<file path="config.mk">
export PLATFORM = sky130hd
export DESIGN_NAME = dpc_monitor
export DESIGN_NICKNAME = d
export VERILOG_FILES = /design/src/hdl/dpc_pkg.sv /design/src/hdl/dpc_alloc.sv /design/src/hdl/dpc_trace_entry.sv /design/src/hdl/dpc_hazard_check.sv /design/src/hdl/dpc_monitor.sv
export VERILOG_INCLUDE_DIRS = /design/src /design/src/hdl
export SDC_FILE = /design/constraint.sdc
export NUM_CORES = 1
export LEC_CHECK = 0
export ABC_AREA = 1
export CORE_ASPECT_RATIO = 0.9
export CORE_MARGIN = 5
export CORE_UTILIZATION = 41
export CTS_BUF_LIST = sky130_fd_sc_hd__clkbuf_4
export DETAILED_ROUTE_END_ITERATION = 6
export DONT_BUFFER_PORTS = 1
export PLACE_DENSITY = 0.59
export SYNTH_ARGS = -nofsm -noshare
export SYNTH_HDL_FRONTEND = slang
export SYNTH_SLANG_ARGS = --single-unit
</file>
<file path="constraint.sdc">
create_clock -name clk -period 2.4 [get_ports clk]
set_input_delay 0.36 -clock clk [delete_from_list [all_inputs] [get_ports clk]]
set_output_delay 0.36 -clock clk [all_outputs]
set_load 0.005 [all_outputs]
</file>
<file path="src/hdl/dpc_defines.svh">
`ifndef DPC_DEFINES_SVH
`define DPC_DEFINES_SVH

// instructions tracked at once
// size it to the depth from fetch queue to issue
`define DPC_TRACE_INST_N 4

// instruction id width
`define DPC_INST_ID_WIDTH 4

// register index width (x0..x31)
`define DPC_REG_ID_WIDTH 5

`endif

</file>
<file path="src/hdl/dpc_pkg.sv">
`include "dpc_defines.svh"

package dpc_pkg;

	typedef logic [`DPC_INST_ID_WIDTH-1:0] inst_id_t; // in-flight instruction tag
	typedef logic [`DPC_REG_ID_WIDTH-1:0] reg_id_t; // gpr index
	typedef logic [$clog2(`DPC_TRACE_INST_N)-1:0] entry_idx_t; // table slot
	typedef logic [`DPC_TRACE_INST_N-1:0] entry_vec_t; // one bit per slot

	typedef enum logic [1:0] {
		STAGE_FREE,
		STAGE_IFQ, // sitting in fetch queue
		STAGE_DECODED,
		STAGE_DISPATCHED // waiting for retire
	} entry_stage_e;

	typedef struct packed {
		logic     valid;
		inst_id_t inst_id;
	} trace_evt_t; // decode / dispatch / retire strobe

	typedef struct packed {
		logic     valid;
		inst_id_t inst_id;
		reg_id_t  rd_id;
		logic     rd_vld;
	} enter_ifq_t;

	// zero in writes_rd_id means no gpr write
	typedef struct packed {
		entry_stage_e stage;
		reg_id_t      writes_rd_id;
	} entry_status_t;

	typedef struct packed {
		logic rs1_raw;
		logic rs2_raw;
		logic rd_waw;
	} hazard_flags_t;

endpackage

</file>
<file path="src/hdl/dpc_alloc.sv">
`timescale 1ns/10ps
`include "dpc_defines.svh"

module dpc_alloc (
	input  dpc_pkg::entry_vec_t entry_busy,
	input  dpc_pkg::enter_ifq_t enter_ifq,
	input  logic                sys_reset_req,
	input  logic                flush_req,
	output dpc_pkg::entry_vec_t entry_load,
	output logic                tb_full
);
	import dpc_pkg::*;

	entry_idx_t free_idx;
	logic       free_found;
	logic       alloc_en;

	// priority search, walking down so the lowest free slot wins
	always_comb begin
		free_idx   = '0;
		free_found = 1'b0;
		for (int i = `DPC_TRACE_INST_N - 1; i >= 0; i--) begin
			if (!entry_busy[i]) begin
				free_idx   = entry_idx_t'(i);
				free_found = 1'b1;
			end
		end
	end

	// enter during reset or flush is dropped
	assign alloc_en = enter_ifq.valid && free_found && !sys_reset_req && !flush_req;

	always_comb begin
		entry_load = '0;
		if (alloc_en) begin
			entry_load = entry_vec_t'(1) << free_idx; // one-hot
		end
	end

	// a retiring slot still counts as busy this cycle
	assign tb_full = &entry_busy;

endmodule

</file>
<file path="src/hdl/dpc_trace_entry.sv">
`timescale 1ns/10ps

module dpc_trace_entry (
	input  logic                   clk,
	input  logic                   arst_n,
	input  logic                   load,
	input  dpc_pkg::enter_ifq_t    enter_ifq,
	input  dpc_pkg::trace_evt_t    dcd_evt,
	input  dpc_pkg::trace_evt_t    dsptc_evt,
	input  dpc_pkg::trace_evt_t    retire_evt,
	input  logic                   sys_reset_req,
	input  logic                   flush_req,
	output dpc_pkg::entry_status_t status,
	output logic                   busy
);
	import dpc_pkg::*;

	entry_stage_e stage;
	inst_id_t     inst_id; // tag of the tracked instruction
	reg_id_t      wr_rd_id; // zero when no gpr write
	logic         dcd_hit;
	logic         dsptc_hit;
	logic         retire_hit;

	// events only count in the stage right before them
	assign dcd_hit    = dcd_evt.valid && (dcd_evt.inst_id == inst_id)
		&& (stage == STAGE_IFQ);
	assign dsptc_hit  = dsptc_evt.valid && (dsptc_evt.inst_id == inst_id)
		&& (stage == STAGE_DECODED);
	assign retire_hit = retire_evt.valid && (retire_evt.inst_id == inst_id)
		&& (stage == STAGE_DISPATCHED);

	always_ff @(posedge clk or negedge arst_n) begin
		if (!arst_n) begin
			stage <= STAGE_FREE;
		end else if (sys_reset_req) begin
			stage <= STAGE_FREE; // drop everything
		end else begin
			case (stage)
				STAGE_FREE: begin
					if (load) begin
						stage <= STAGE_IFQ;
					end
				end
				STAGE_IFQ: begin
					if (flush_req) begin
						stage <= STAGE_FREE;
					end else if (dcd_hit) begin
						stage <= STAGE_DECODED;
					end
				end
				STAGE_DECODED: begin
					if (flush_req) begin
						stage <= STAGE_FREE;
					end else if (dsptc_hit) begin
						stage <= STAGE_DISPATCHED;
					end
				end
				STAGE_DISPATCHED: begin
					// survives a flush, leaves only on retire
					if (retire_hit) begin
						stage <= STAGE_FREE;
					end
				end
				default: stage <= STAGE_FREE;
			endcase
		end
	end

	always_ff @(posedge clk) begin
		if (load) begin
			inst_id  <= enter_ifq.inst_id;
			wr_rd_id <= (enter_ifq.rd_vld && (enter_ifq.rd_id != '0)) ? enter_ifq.rd_id : '0;
		end
	end

	assign status.stage        = stage;
	assign status.writes_rd_id = wr_rd_id;
	assign busy                = (stage != STAGE_FREE);

endmodule

</file>
<file path="src/hdl/dpc_hazard_check.sv">
`timescale 1ns/10ps
`include "dpc_defines.svh"

module dpc_hazard_check (
	input  dpc_pkg::entry_status_t entry_status [`DPC_TRACE_INST_N],
	input  dpc_pkg::reg_id_t       dcd_rs1_id,
	input  dpc_pkg::reg_id_t       dcd_rs2_id,
	input  dpc_pkg::reg_id_t       dsptc_rd_id,
	output dpc_pkg::hazard_flags_t hazard_flags
);
	import dpc_pkg::*;

	entry_vec_t writes_gpr; // slot holds a nonzero destination
	entry_vec_t in_flight; // decoded or dispatched
	entry_vec_t dispatched;
	entry_vec_t rs1_hit;
	entry_vec_t rs2_hit;
	entry_vec_t rd_hit;

	always_comb begin
		for (int i = 0; i < `DPC_TRACE_INST_N; i++) begin
			writes_gpr[i] = |entry_status[i].writes_rd_id;
			in_flight[i]  = (entry_status[i].stage == STAGE_DECODED)
				|| (entry_status[i].stage == STAGE_DISPATCHED);
			dispatched[i] = (entry_status[i].stage == STAGE_DISPATCHED);
		end
	end

	// per-slot index compares
	always_comb begin
		for (int i = 0; i < `DPC_TRACE_INST_N; i++) begin
			rs1_hit[i] = in_flight[i] && writes_gpr[i]
				&& (entry_status[i].writes_rd_id == dcd_rs1_id);
			rs2_hit[i] = in_flight[i] && writes_gpr[i]
				&& (entry_status[i].writes_rd_id == dcd_rs2_id);
			rd_hit[i]  = dispatched[i] && writes_gpr[i]
				&& (entry_status[i].writes_rd_id == dsptc_rd_id);
		end
	end

	// Instructions still in the fetch queue are not checked here, since
	// they cannot reach decode ahead of the instruction being tested.
	assign hazard_flags.rs1_raw = |rs1_hit;
	assign hazard_flags.rs2_raw = |rs2_hit;
	assign hazard_flags.rd_waw  = |rd_hit; // older writer not yet retired

endmodule

</file>
<file path="src/hdl/dpc_monitor.sv">
`timescale 1ns/10ps
`include "dpc_defines.svh"

module dpc_monitor (
	input  logic                   clk,
	input  logic                   arst_n,
	input  logic                   sys_reset_req,
	input  logic                   flush_req,
	input  dpc_pkg::enter_ifq_t    enter_ifq, // instruction enters fetch queue
	input  dpc_pkg::trace_evt_t    dcd_evt,
	input  dpc_pkg::trace_evt_t    dsptc_evt,
	input  dpc_pkg::trace_evt_t    retire_evt,
	input  dpc_pkg::reg_id_t       dcd_rs1_id, // raw check, decode stage
	input  dpc_pkg::reg_id_t       dcd_rs2_id,
	input  dpc_pkg::reg_id_t       dsptc_rd_id, // waw check, dispatch stage
	output dpc_pkg::hazard_flags_t hazard_flags,
	output logic                   dpc_trace_tb_full
);
	import dpc_pkg::*;

	entry_vec_t    entry_busy;
	entry_vec_t    entry_load; // one-hot or zero
	entry_status_t entry_status [`DPC_TRACE_INST_N];

	dpc_alloc u_alloc (
		.entry_busy    (entry_busy),
		.enter_ifq     (enter_ifq),
		.sys_reset_req (sys_reset_req),
		.flush_req     (flush_req),
		.entry_load    (entry_load),
		.tb_full       (dpc_trace_tb_full)
	);

	// tracking table
	for (genvar i = 0; i < `DPC_TRACE_INST_N; i++) begin : g_entry
		dpc_trace_entry u_entry (
			.clk           (clk),
			.arst_n        (arst_n),
			.load          (entry_load[i]),
			.enter_ifq     (enter_ifq),
			.dcd_evt       (dcd_evt),
			.dsptc_evt     (dsptc_evt),
			.retire_evt    (retire_evt),
			.sys_reset_req (sys_reset_req),
			.flush_req     (flush_req),
			.status        (entry_status[i]),
			.busy          (entry_busy[i])
		);
	end

	dpc_hazard_check u_hazard (
		.entry_status (entry_status),
		.dcd_rs1_id   (dcd_rs1_id),
		.dcd_rs2_id   (dcd_rs2_id),
		.dsptc_rd_id  (dsptc_rd_id),
		.hazard_flags (hazard_flags)
	);

endmodule

</file>
; Yosys cells after proc, flatten, opt, wreduce, memory -nomap -nowiden
; Index checks and enable logic that the tools add are counted.
[op_classes]
n_shift = 1
reduce_logical = 75
muxes = 42
n_eq_ne = 52
[op_table]
columns = cell, count
row1 = two-way mux 2 bit, 32
row2 = == test 5 bit, 12
row3 = == test 4 bit, 12
row4 = logical AND 1 bit, 48
row5 = != test 4 x 3 -> 1 bit (second input constant), 8
row6 = case mux 2 bit (4 select lines), 4
row7 = != test 3 bit (second input constant), 8
row8 = AND reduction 4 bit, 5
row9 = OR reduction 5 bit, 4
row10 = == test 2 bit (second input constant), 8
row11 = OR reduction 4 bit, 3
row12 = == test 2 x 1 -> 1 bit (second input constant), 4
row13 = zero test 2 bit, 4
row14 = nonzero test 2 bit, 4
row15 = two-way mux 5 bit, 1
row16 = nonzero test 5 bit, 1
row17 = logical OR 1 bit, 4
row18 = two-way mux 1 bit, 4
row19 = two-way mux 4 bit, 1
row20 = << shifter 1 x 2 -> 4 bit (first input constant), 1
row21 = zero test 1 bit, 2
[word_totals]
wordCells = 182
input_bits = 45
reg_bits = 44

; Depth between registers and ports, before layout
[depth]
depth_word = 12
mapped_depth = 12

; Hierarchy
; From an unflattened synthesis, not the netlist that was laid out.
[hier_totals]
cells_unflattened = 676
area_unflattened_um2 = 3962.6
[by_module_without_submodules]
columns = mod, area_per_inst_um2, cells_each, n_inst
row1 = dpc_trace_entry at g_entry[1].u_entry ..., 703.2, 100, 3
row2 = dpc_hazard_check, 1078.5, 258, 1
row3 = dpc_trace_entry at g_entry[0].u_entry, 699.4, 99, 1
row4 = dpc_alloc, 75.1, 19, 1

; Least setup slack after synthesis
; OpenSTA, ideal clock, no wires.
[synth_timing]
kind = flip-flop to flip-flop
start = reg g_entry[0].u_entry.stage[1]
end = reg g_entry[0].u_entry.inst_id[0], enable pin
arrival_time_ns = 1.421
setup_slack_ns = 0.593
stages_incl_launch_ff = 4
path_buffers = 0
cell_sequence = dfrtp_1 nor2_4 nor2_4 nor3_1
[synth_between]
elab_chain_cells = 6
word_cells_on_any_way = 8
[synth_lines]
columns = item, line
row1 = start: declaration, dpc_trace_entry.sv:18  ; entry_stage_e stage;
row2 = start signal: assignment, dpc_trace_entry.sv:35  ; stage <= STAGE_FREE;
row3 = start signal: assignment, dpc_trace_entry.sv:37  ; stage <= STAGE_FREE;
row4 = start signal: assignment, dpc_trace_entry.sv:42  ; stage <= STAGE_IFQ;
row5 = nonzero test 2 bit (*), dpc_trace_entry.sv:79  ; assign busy = (stage != STAGE_FREE);
row6 = two-way mux 1 bit, dpc_alloc.sv:23  ; if (!entry_busy[i]) begin
row7 = logical AND 1 bit (3 in a row), dpc_alloc.sv:31  ; assign alloc_en = enter_ifq.valid && free_found && !sys_reset_req && !flush_req;
row8 = two-way mux 4 bit (*), dpc_alloc.sv:35  ; if (alloc_en) begin
row9 = net g_entry[0].u_entry.load, dpc_trace_entry.sv:6  ; input logic load,
row10 = end signal: assignment, dpc_trace_entry.sv:72  ; inst_id <= enter_ifq.inst_id;
row11 = end: declaration, dpc_trace_entry.sv:19  ; inst_id_t inst_id;
; The timed path passes the listed nets; every way through them passes the cells marked *.
; A chain may end at the register's enable or synchronous reset.

==> summary.txt <==
Run status
  • Status: complete, no violations

Worst hold path
  • Hold Path Class: primary input to flop

Floorplan
  • Placement Rows: 31
  • Die width: 107 um
  • Initial Utilization: 42.7%
  • I/O pin cnt: 49
  • Area of the core: 8150 um2
  • Die Span Y: 97.3 um
  • Die area: 10,400 um2

Routing
  • Wire length per cell: 15.9 um
  • Total routed wirelength: 9520 um
  • Antenna-violating nets left: 0
  • Pre-Repair DR Iteration Count: 7
  • Residual DRC: 0
  • DR iter-0 viols: 174
  • DR vias/cell: 5.15
  • Vias: 3,078

Synth
  • Async set-reset flop share out of synthesis: 18.2%
  • Yosys cell types: 25
  • FF+latch count, synth: 44
  • YS warnings: 0
  • Register area share after synthesis: 36.9%
  • Cell area after synthesis: 3470 um2
  • Cell taking the most area after synthesis: edfxtp_1
  • Top-area cell type share of the netlist area: 31.1%
  • EDFF count, synth: 36
  • Post-synthesis mux area share: 0%
  • Syn nets: 540
  • Most common library cells after synthesis: nand2_1 (168), inv_1 (62), nor2_1 (60), edfxtp_1 (36), xor2_1 (34)
  • Top-count cell post-synth: nand2_1
  • XOR/XNOR Fraction of Synth Area: 14.6%
  • Predominant post-synthesis flop cell: edfxtp_1
  • Synth Area in Simple Gates: 37.1%
  • Largest family of logic cells by synthesized area: simple AND/OR/NAND/NOR gates
  • Synth Instances: 495
  • Area contributors post-synth: edfxtp_1 (31%), nand2_1 (18%), xor2_1 (8.6%)
  • Synth Area per Inst: 7.02 um2
  • Synthesized-area fraction occupied by adder cells: 0%
  • Compound-cell area share of the yosys netlist: 3.93%

Setup path
  • Kind of start point of the critical path: flop
  • WP data arrival: 1630 ps
  • CP Max Fanout: 4
  • Crit path max-delay family: simple AND/OR/NAND/NOR gates
  • CP max stage cell: edfxtp_1
  • Crit-path max cell delay: 530 ps
  • Worst Path Buf+Inv: 0
  • Kind of critical path: flop to output pin
  • Crit path capture type: output pin
  • CP Cell Sequence: nor2_1 > nand3b_1 > nand2_1 > nor3_1 > nand4_1 > nand4_1
  • Critical Path RT: 2040 ps
  • Critical Path Most Common Cell: nand4_1

Timing
  • Worst slew pin tran: 450 ps
  • Setup TNS: 0 ps
  • Fmax: 503 MHz
  • Crit share post-route: 82.8%
  • Setup violators final: 0
  • Clock Skew: 14.9 ps
  • Max-slew violation count: 0
  • Slew HR: 69.9%
  • Period minus WS final: 1990 ps
  • RSZ-0062 raised after global routing: no
  • Hold Fails Final Rpt: 0

Power and ir drop
  • Total power: 0.00224 W
  • VDD IR-drop max: 0.000316 V
  • P per Cell Area: 609 nW/um2
  • LEAKAGE: 1.73 nW

Layout
  • Nets: 543
  • P&R area growth vs syn: 5.80%
  • Fraction of final layout cells with drive strength greater than 1: 5.01%
  • Finished Layout Cells: 598
  • Ant. Diodes: 0

Placed design
  • DP HPWL: 7710 um
  • Dpl cells: 589
  • Port bufs: 0
  • Final GP Congestion: 0.904

CTS
  • Root buffer cell: clkbuf_4
  • Post_cts resized: 0
  • TritonCTS clock tree: yes
  • CTS sink cnt: 44
  • Post-CTS setup buffer count: 0
  • Clock transition at path regs: 150 ps
  • Worst skew pair latency: 360 ps
  • Post-CTS Hold Fix Bufs: 1
  • Cts bufs inserted: 5
  • Deepest clock path buffer count: 2
  • H-tree level count: 2

GRT
  • Vias in the first global route: 2,927
  • Antenna violations before repair: 0
  • Grt peak-use layer: met2
  • Largest net degree at the start of global routing: 16
  • M3 GR Usage: 3.79%
  • First-pass GRT wire length: 15,000 um
  • Met1 Use GR: 25.6%
  • M2 GR Usage: 28.6%
  • GRT Overall Usage: 18.2%
  • Congestion Overflow GR: 0

Job
  • Max_cap viols: 0
## cells by family after synthesis
group | Yosys count
and+or+nand+nor | 300
DFF | 44
buffers and inverters | 69
xor gates and xnor gates | 58
AOI/OAI and AO/OA | 24
## power breakdown
group	internal [W]	switching, W	total (W)
Combinational	0.000273	0.000451	0.000724
Sequential	0.000913	0.000122	0.00104
Clock	0.000223	0.000255	0.000478
## area by class of cell
| type | count | area (um2) |
|---|---|---|
| clock buffer | 5 | 37.5 |
| tap | 99 | 124 |
| sequential | 44 | 1280 |
| inverter | 63 | 236 |
| fill | 830 | 4470 |
| timing repair buffer | 2 | 17.5 |
| multi-input combinational | 382 | 1930 |
| clock inverter | 3 | 46.3 |
## metal layers
metal / part of all wire [%] / vias to the layer above
met5: 0 / -
met4: 1.5 / 0
met3: 7.0 / 12
met2: 46 / 93
met1: 46 / 1411
li1: - / 1562
## final timing paths
check,start,to,slack (ps),cells after the start
hold / removal,enter_ifq[6],g_entry[1].u_entry.inst_id[0],80,0
hold reg to reg,g_entry[2].u_entry.stage[0],g_entry[2].u_entry.stage[0],560,2
min in group asynchronous,arst_n,g_entry[2].u_entry.stage[1],360,1
max in group asynchronous,arst_n,g_entry[3].u_entry.stage[1],1720,1
setup / recovery,g_entry[2].u_entry.wr_rd_id[2],hazard_flags[2],410,6
setup reg to reg,g_entry[0].u_entry.stage[1],g_entry[2].u_entry.inst_id[0],690,6
## through the flow
| step | hold slack (ps) | utilization, % | worst slack, ps | instance area, um2 |
|---|---|---|---|---|
| after floorplan | 64.4 | - | 593 | 3470 |
| after global placement | 64.8 | 44.0 | 730 | 3580 |
| after detailed placement | 65.0 | 44.0 | 717 | 3580 |
| after CTS | 66.0 | 45.1 | 415 | 3680 |
| after global routing | 55.2 | 45.1 | 267 | 3680 |
| final | 82.7 | 45.1 | 414 | 3680 |
## state kept, by name, indices dropped and copies added, names as in the netlist
name,cells
g_entry.u_entry.stage,8
g_entry.u_entry.inst_id,16
g_entry.u_entry.wr_rd_id,20
## cell usage in the layout, fill, tap and decap left out, drive strengths merged
cell type	instances
a21oi	2
buf	1
bufinv	1
clkbuf	5
clkinvlp	1
dfrtp	8
dlygate4sd3	1
edfxtp	36
inv	64
nand2	174
nand3	21
nand3b	8
nand4	12
nor2	65
nor3	17
o2111ai	2
o21ai	18
o22ai	1
o41ai	1
or2	3
xnor2	24
xor2	34
Note: power is estimated with default switching activity, not from simulation.
